--- src/common/ctrlPkg.sv ---
// MIPS control definitions: ALU operation class, ALU function and the decoded control word
`default_nettype none

package ctrlPkg;

  // ==========================================================================
  // ALU selection
  // ==========================================================================

  // operation class from main control
  // opAdd for lw/sw address, opSub for beq compare, opFunct from funct field
  typedef enum logic [1:0] {
    opAdd,
    opSub,
    opFunct
  } aluOpClass;

  // function the ALU carries out
  // aluBad marks an unknown R-type code
  typedef enum logic [2:0] {
    aluAnd,
    aluOr,
    aluAdd,
    aluSub,
    aluSlt,
    aluBad
  } aluFunc;

  // ==========================================================================
  // decoded control
  // ==========================================================================

  typedef struct packed {
    // destination from rd instead of rt
    logic      regDst;
    // second ALU operand is the immediate
    logic      aluSrc;
    // write back memory data
    logic      memToReg;
    logic      regWrite;
    logic      memWrite;
    // beq
    logic      branch;
    // j and jal
    logic      jump;
    // jal, link into ra
    logic      link;
    aluOpClass aluClass;
  } ctrlWord;

endpackage

`default_nettype wire

--- src/common/isaPkg.sv ---
// MIPS instruction-set definitions: field types, opcodes, function codes, register numbers
`default_nettype none

package isaPkg;

  // ==========================================================================
  // field and value types
  // ==========================================================================

  // data word and byte address
  typedef logic [31:0] word;
  // register number
  typedef logic [4:0]  regAddr;
  // major opcode, instr[31:26]
  typedef logic [5:0]  opcode;
  // R-type function code, instr[5:0]
  typedef logic [5:0]  funct;
  // I-type immediate, instr[15:0]
  typedef logic [15:0] imm16;
  // J-type word index, instr[25:0]
  typedef logic [25:0] jumpTarget;

  // ==========================================================================
  // encodings
  // ==========================================================================

  // major opcodes of the supported subset
  localparam opcode opR   = 6'b000000;
  localparam opcode opJ   = 6'b000010;
  localparam opcode opJal = 6'b000011;
  localparam opcode opBeq = 6'b000100;
  localparam opcode opLw  = 6'b100011;
  localparam opcode opSw  = 6'b101011;

  // R-type function codes
  localparam funct fnAdd = 6'b100000;
  localparam funct fnSub = 6'b100010;
  localparam funct fnAnd = 6'b100100;
  localparam funct fnOr  = 6'b100101;
  localparam funct fnSlt = 6'b101010;

  // special registers
  // always reads zero, writes are lost
  localparam regAddr regZero = 5'd0;
  // jal return address
  localparam regAddr regRa   = 5'd31;

endpackage

`default_nettype wire

--- src/alu.sv ---
// 32-bit MIPS ALU with and, or, add, sub, signed slt and a zero flag
`default_nettype none

module alu (
  input  isaPkg::word     a,
  input  isaPkg::word     b,
  input  ctrlPkg::aluFunc fn,
  output isaPkg::word     result,
  output logic            zero
);

  import ctrlPkg::*;

  // signed compare for slt
  logic lessThan;

  assign lessThan = $signed(a) < $signed(b);

  always_comb begin
    case (fn)
      aluAnd: result = a & b;
      aluOr:  result = a | b;
      aluAdd: result = a + b;
      aluSub: result = a - b;
      // 1 or 0 in bit zero
      aluSlt: result = {31'd0, lessThan};
      // aluBad and anything unknown
      default: result = '0;
    endcase
  end

  // zero flag for any function
  // only pcUnit gives it meaning, under beq
  assign zero = (result == '0);

endmodule

`default_nettype wire

--- src/decoder.sv ---
// MIPS main control and ALU control, opcode and function code to control word
`default_nettype none

module decoder (
  input  isaPkg::opcode    opcode,
  input  isaPkg::funct     funct,
  output ctrlPkg::ctrlWord ctrl,
  output ctrlPkg::aluFunc  aluFn
);

  import isaPkg::*;
  import ctrlPkg::*;

  always_comb begin
    // ========================================================================
    // main control
    // ========================================================================
    // unknown opcode falls out as a no-op, all enables low
    ctrl = '0;
    ctrl.aluClass = opAdd;
    case (opcode)
      opR: begin
        ctrl.regDst   = 1'b1;
        ctrl.regWrite = 1'b1;
        ctrl.aluClass = opFunct;
      end
      opLw: begin
        ctrl.aluSrc   = 1'b1;
        ctrl.memToReg = 1'b1;
        ctrl.regWrite = 1'b1;
      end
      opSw: begin
        ctrl.aluSrc   = 1'b1;
        ctrl.memWrite = 1'b1;
      end
      opBeq: begin
        // compare by subtraction, zero flag decides
        ctrl.branch   = 1'b1;
        ctrl.aluClass = opSub;
      end
      opJ: begin
        ctrl.jump = 1'b1;
      end
      opJal: begin
        // return address goes to ra
        ctrl.jump     = 1'b1;
        ctrl.link     = 1'b1;
        ctrl.regWrite = 1'b1;
      end
      default: begin
        ctrl.aluClass = opAdd;
      end
    endcase

    // ========================================================================
    // ALU control
    // ========================================================================
    case (ctrl.aluClass)
      opSub:   aluFn = aluSub;
      opFunct: begin
        case (funct)
          fnAdd:   aluFn = aluAdd;
          fnSub:   aluFn = aluSub;
          fnAnd:   aluFn = aluAnd;
          fnOr:    aluFn = aluOr;
          fnSlt:   aluFn = aluSlt;
          default: begin
            // unknown R-type, suppress the write
            aluFn = aluBad;
            ctrl.regWrite = 1'b0;
          end
        endcase
      end
      default: aluFn = aluAdd;
    endcase
  end

endmodule

`default_nettype wire

--- src/mipsCore.sv ---
// single-cycle MIPS integer core with instruction and data memory ports
`default_nettype none

module mipsCore #(
  parameter int dataAddrWidth = 7
) (
  input  logic                     clk,
  input  logic                     rst,
  output isaPkg::word              instrAddr,
  input  isaPkg::word              instr,
  output logic [dataAddrWidth-1:0] dataAddr,
  output isaPkg::word              dataWrite,
  output logic                     dataWe,
  input  isaPkg::word              dataRead,
  output isaPkg::word              wbData
);

  import isaPkg::*;
  import ctrlPkg::*;

  // instruction fields
  opcode     opField;
  funct      fnField;
  regAddr    rsField;
  regAddr    rtField;
  regAddr    rdField;
  imm16      immField;
  jumpTarget tgtField;

  ctrlWord ctrl;
  aluFunc  aluFn;
  word     immExt;
  word     rsData;
  word     rtData;
  word     aluB;
  word     aluResult;
  logic    aluZero;
  regAddr  wrAddr;
  word     linkAddr;

  // ==========================================================================
  // field split and immediate
  // ==========================================================================
  assign opField  = instr[31:26];
  assign rsField  = instr[25:21];
  assign rtField  = instr[20:16];
  assign rdField  = instr[15:11];
  assign fnField  = instr[5:0];
  assign immField = instr[15:0];
  assign tgtField = instr[25:0];
  assign immExt   = {{16{immField[15]}}, immField};

  decoder decoder_i (.opcode(opField), .funct(fnField), .ctrl(ctrl), .aluFn(aluFn));

  regFile regFile_i (
    .clk(clk), .rst(rst), .we(ctrl.regWrite),
    .rdAddrA(rsField), .rdAddrB(rtField), .wrAddr(wrAddr), .wrData(wbData),
    .rdDataA(rsData), .rdDataB(rtData)
  );

  // ==========================================================================
  // selectors
  // ==========================================================================
  // immediate for lw and sw, rt otherwise
  assign aluB = ctrl.aluSrc ? immExt : rtData;

  // jal links into ra, R-type to rd, loads to rt
  assign wrAddr = ctrl.link ? regRa : (ctrl.regDst ? rdField : rtField);

  // write-back value
  assign wbData = ctrl.link ? linkAddr : (ctrl.memToReg ? dataRead : aluResult);

  alu alu_i (.a(rsData), .b(aluB), .fn(aluFn), .result(aluResult), .zero(aluZero));

  pcUnit pcUnit_i (
    .clk(clk), .rst(rst), .ctrl(ctrl), .imm(immExt), .target(tgtField),
    .aluZero(aluZero), .pc(instrAddr), .linkAddr(linkAddr)
  );

  // ==========================================================================
  // data memory port
  // ==========================================================================
  // byte address to word address
  assign dataAddr  = aluResult[dataAddrWidth+1:2];
  assign dataWrite = rtData;
  assign dataWe    = ctrl.memWrite;

endmodule

`default_nettype wire

--- src/pcUnit.sv ---
// MIPS program counter with sequential, branch and jump next-address selection
`default_nettype none

module pcUnit (
  input  logic              clk,
  input  logic              rst,
  input  ctrlPkg::ctrlWord  ctrl,
  input  isaPkg::word       imm,
  input  isaPkg::jumpTarget target,
  input  logic              aluZero,
  output isaPkg::word       pc,
  output isaPkg::word       linkAddr
);

  import isaPkg::*;

  word pcPlus4;
  word branchAddr;
  word jumpAddr;
  word pcNext;

  // ==========================================================================
  // candidate addresses
  // ==========================================================================
  assign pcPlus4    = pc + 32'd4;
  // word offset, relative to the delay-free next instruction
  assign branchAddr = pcPlus4 + {imm[29:0], 2'b00};
  // region bits kept from pc+4
  assign jumpAddr   = {pcPlus4[31:28], target, 2'b00};
  // jal return address
  assign linkAddr   = pc + 32'd8;

  // jump first, then taken branch, else sequential
  always_comb begin
    if (ctrl.jump) begin
      pcNext = jumpAddr;
    end else if (ctrl.branch && aluZero) begin
      pcNext = branchAddr;
    end else begin
      pcNext = pcPlus4;
    end
  end

  always_ff @(posedge clk or negedge rst) begin
    if (!rst) begin
      pc <= '0;
    end else begin
      pc <= pcNext;
    end
  end

  // every path keeps the pc on a word boundary
  pcAligned: assert property (@(posedge clk) disable iff (!rst) pc[1:0] == 2'b00);

endmodule

`default_nettype wire

--- src/regFile.sv ---
// MIPS register file, 32 entries, two combinational reads, one registered write
`default_nettype none

module regFile (
  input  logic           clk,
  input  logic           rst,
  input  logic           we,
  input  isaPkg::regAddr rdAddrA,
  input  isaPkg::regAddr rdAddrB,
  input  isaPkg::regAddr wrAddr,
  input  isaPkg::word    wrData,
  output isaPkg::word    rdDataA,
  output isaPkg::word    rdDataB
);

  import isaPkg::*;

  // no storage behind register zero
  word regs [31:1];

  // ==========================================================================
  // write port
  // ==========================================================================
  always_ff @(posedge clk or negedge rst) begin
    if (!rst) begin
      for (int i = 1; i < 32; i++) begin
        regs[i] <= '0;
      end
    end else if (we && (wrAddr != regZero)) begin
      regs[wrAddr] <= wrData;
    end
  end

  // ==========================================================================
  // read ports
  // ==========================================================================
  // register zero reads as constant zero
  assign rdDataA = (rdAddrA == regZero) ? '0 : regs[rdAddrA];
  assign rdDataB = (rdAddrB == regZero) ? '0 : regs[rdAddrB];

  // a fresh write shows up on the next read of the same register
  readBackA: assert property (@(posedge clk) disable iff (!rst)
    (we && (wrAddr != regZero)) |=>
      ((rdAddrA != $past(wrAddr)) || (rdDataA == $past(wrData))));

  readBackB: assert property (@(posedge clk) disable iff (!rst)
    (we && (wrAddr != regZero)) |=>
      ((rdAddrB != $past(wrAddr)) || (rdDataB == $past(wrData))));

endmodule

`default_nettype wire

--- config.mk ---
export PLATFORM = sky130hd
export DESIGN_NAME = mipsCore
export DESIGN_NICKNAME = d
export VERILOG_FILES = /design/src/common/ctrlPkg.sv /design/src/common/isaPkg.sv /design/src/alu.sv /design/src/decoder.sv /design/src/mipsCore.sv /design/src/pcUnit.sv /design/src/regFile.sv
export SDC_FILE = /design/constraint.sdc
export NUM_CORES = 2
export LEC_CHECK = 0
export BUFFER_PORTS_ARGS = -buffer_cell sky130_fd_sc_hd__buf_2
export CAP_MARGIN = 20
export CORE_MARGIN = 2
export CORE_UTILIZATION = 64
export DETAILED_ROUTE_END_ITERATION = 16
export GPL_ROUTABILITY_DRIVEN = 0
export PLACE_DENSITY_LB_ADDON = 0.3
export RECOVER_POWER = 25
export SLEW_MARGIN = 25
export SYNTH_ARGS = -nofsm -noshare
export SYNTH_HDL_FRONTEND = slang
export SYNTH_SLANG_ARGS = --single-unit
--- constraint.sdc ---
create_clock -name clk -period 6.32 [get_ports clk]
set_input_delay 0 -clock clk [delete_from_list [all_inputs] [get_ports clk]]
set_output_delay 0 -clock clk [all_outputs]
set_load 0.02 [all_outputs]
==> metrics <==
Synth Register Bits=around 1000; outcome=finished, violations left; Comb power frac=0.162; Fmax achieved=between 150 and 200 MHz; via/cell ratio=about 7.3; Pwr Total=around 16 mW; cts bufs inserted=between 100 and 150; Clock Root Buffer=clkbuf_16; Final nets=6120; H-tree levels=3; met3 Track Usage GR=0.165; Leakage=between 30 and 40 nW; Worst-path clk slew=0.06 ns; Tot GR Track Use=0.437; Worst-Skew Late Latency=~0.73 ns; CP Cell Sequence=mux4_2, mux4_2, mux2_2, nor2b_1, a21oi_1, buf_4, ha_1, and3_1, a221o_1, a32oi_4, buf_4, o21ai_2, mux2i_1, nor3_1, and4b_1, nand4_1, or4_4, or4_4, buf_12, o32ai_1, a31oi_1; initial antenna violation count=7; max-slew violation count=a little under 800; Critical-path top delay cell=or4_4; synth unique cells=86; met1 Track Usage GR=0.560; CTS tree=yes; Setup WS pre-CTS=-0.206 ns; first drt pass iteration count=9; hold_ws=-0.0221 ns; number of synthesis warnings=0; final setup margin=-0.00345 ns; Total Neg Setup Slack=-0.00345 ns; post-layout min period=6.32 ns; Die Area=97900 sq um; crit-path max cell delay=approximately 0.56 ns; total global routing overflow=0; Peak VDD IR=0.000224 V; CP Launch Type=flip-flop; Synth Area in Compound Gates=0.143; Layout Skew=around 0.052 ns; Core Util, Final=0.731; Simple-Gate Fraction of Synth Area=0.110; Setup-failing EPs final=1; hold path cells=5; kind of critical path=reg2reg; Die Wd=313 um; min-delay worst type=in2reg; Post-Synth Adder-Cell Area=0.0274; fin crit share=1.00; CP endpoint kind=flip-flop; mean cell area of the mapped netlist=10.5 sq um; DRC Markers=0; largest net degree at the start of global routing=180; Die Height=between 300 and 400 um; pwr/cell area=around 230 nW/um^2; GR Layer Usage met2=0.632; critical path required time=approximately 6.9 ns; Reg area=around 26000 sq um; via count=about 53000; CTS Buffer Depth=3; WL final=about 210000 um; sequential share of the synthesized area=0.419; P_int=about 11 mW; Sw Ratio=0.287; Area Overhead vs Synth=13.3%; Reg power frac=0.430; core area=between 90000 and 100000 sq um; Post-synth EDFFs=0; share of flip-flops with an asynchronous set or reset=1.00; Post-DRT Antenna Nets=0; std cell rows=113; Critical Path AT=between 6 and 7 ns; I/O Buffers=between 150 and 200; Fillers=between 6000 and 7000; Most Crowded Layer GR=met2; switching pwr=~4.6 mW; number of max-cap violations=8; Slew HR=-1.95; Cells after Synth=a little under 6000; Worst-Margin Slew=~4.4 ns; number of global-route vias before repair=~53000; Mapped Area=about 60000 sq um; WL/cell=between 20 and 30 um; violated checks=hold timing, capacitance limit, slew limit, setup timing; CTS sink cnt=roughly 1000; unrepaired setup endpoints after global routing=yes; Clock power frac=0.408; reg2reg path depth=21; largest family of logic cells by synthesized area=multiplexers; first-pass GRT wire length=approximately 320000 um; Initial Utilization=0.645; top_reg_cell synth=dfrtp_1; DRT iter0 DRCs=between 8000 and 9000; hpwl dp=131000 um; post-synthesis mux area share=0.243; multi-input logic area=approximately 34000 sq um; XOR/XNOR Fraction of Synth Area=0.0128; layout cells sized above 1=0.248; # IOs=170; CP max FO=25; Final Hold Vio Count=6
-- metrics by stage --
step,cell area (sq um),instances
final,69200,7267
after floorplan,61100,5822
after CTS,68800,7256
after detailed placement,64900,7037
after global placement,64900,7037
after global routing,69200,7267
-- metal layers --
layer	wire length (um)	vias to the layer above
met2	93500	4440
met1	73200	25944
li1	-	21341
met5	34	-
met4	15000	6
met3	32800	1086
-- synth_stat cells, types with 62 or more instances --
| cell type | count | area, sq um |
|---|---|---|
| mux4_2 | 576 | 13000 |
| mux2i_1 | 86 | 861 |
| o21ai_0 | 1079 | 5400 |
| nor2_1 | 138 | 518 |
| ha_1 | 129 | 1610 |
| dfrtp_1 | 1022 | 25600 |
| mux2_2 | 89 | 1000 |
| a21oi_1 | 120 | 601 |
| clkbuf_1 | 464 | 1740 |
| inv_1 | 171 | 642 |
| nand2_1 | 1153 | 4330 |
| a22o_1 | 62 | 543 |
-- path summary, 6_finish.rpt --
path / start / to / slack (ns)
worst min register to register: regFile_i.regs[793]$_DFFE_PN0P_ / regFile_i.regs[793]$_DFFE_PN0P_ / 0.50
worst min-delay path: dataRead[18] / regFile_i.regs[242]$_DFFE_PN0P_ / -0.02
worst max register to register: regFile_i.regs[870]$_DFFE_PN0P_ / pcUnit_i.pc[9]$_DFF_PN0_ / -0.003
min in group asynchronous: rst / regFile_i.regs[351]$_DFFE_PN0P_ / 0.91
worst max-delay path: regFile_i.regs[870]$_DFFE_PN0P_ / pcUnit_i.pc[9]$_DFF_PN0_ / -0.003
max in group asynchronous: rst / regFile_i.regs[594]$_DFFE_PN0P_ / 1.50
-- power groups by stage --
stage	Combinational, mW	Clock [mW]	Sequential, mW
5_1_grt	2.76	6.76	6.88
4_1_cts	2.49	6.49	6.86
2_1_floorplan	1.54	0	6.97
3_5_place_dp	2.45	0	6.97
3_3_place_gp	2.41	0	6.97
6_report	2.59	6.51	6.88
-- cells in the final DEF, fill, tap and decap left out, types with 29 or more instances in the layout --
| cell | netlist | routed |
|---|---|---|
| xnor2_1 | 61 | 61 |
| buf_4 | 3 | 279 |
| mux2i_1 | 86 | 82 |
| ha_1 | 129 | 126 |
| buf_12 | 0 | 43 |
| nor2b_1 | 34 | 32 |
| clkbuf_1 | 464 | 29 |
| nand2b_1 | 33 | 32 |
| nand2_1 | 1153 | 1120 |
| mux4_2 | 576 | 576 |
| o21ai_0 | 1079 | 1056 |
| dlygate4sd3_1 | 0 | 31 |
| nor2_1 | 138 | 132 |
| nand4_1 | 32 | 32 |
| a21oi_1 | 120 | 100 |
| inv_1 | 171 | 169 |
| mux2_2 | 89 | 88 |
| a21o_1 | 33 | 33 |
| clkbuf_16 | 0 | 107 |
| a22o_1 | 62 | 62 |
| buf_2 | 11 | 157 |
| nand3_1 | 45 | 44 |
| dfrtp_1 | 1022 | 1022 |
| nor3_1 | 43 | 40 |
-- worst max-delay path, delay by kind of cell (launching register included) --
kind	cells	cell delay (ns)
multiplexers	4	1.44
AO/OA/AOI/OAI	6	1.41
buffers and inverters	3	0.53
flip-flops	1	0.41
AND/OR/NAND/NOR	7	2.11
adder cells (fa/ha/maj)	1	0.26
-- state kept, by name, summed over array words and instances, names as in the netlist --
name / count
pcUnit_i.pc: 30
regFile_i.regs: 992
-- cells by family (layout without fill, tap and decap cells) --
logic type	after synthesis	after routing
simple gates	1593	1593
buf+inv	712	888
mux	751	751
flops	1022	1022
other cells	1	4
fa+ha+maj	132	132
compound gates	1521	1523
xor+xnor	89	89
-- layout make-up --
type,instances,area share
tap,1265,0.0229
clock inverter,34,0.00707
multi-input combinational,4090,0.485
timing repair buffer,531,0.0618
sequential,1022,0.369
inverter,171,0.00933
clock buffer,152,0.0442
antenna,2,0.0000723
-- what timing repair did --
| action | CTS | global route |
|---|---|---|
| resized for setup | 13 | 60 |
| gates cloned | 1 | 1 |
| buffers inserted | 0 | 6 |
| setup endpoints to repair | 25 | 47 |
| pin swaps | 1 | 6 |
| hold endpoints to repair | 257 | 0 |
| hold buffers | 32 | 0 |
Note: power is estimated with default switching activity, not from simulation.
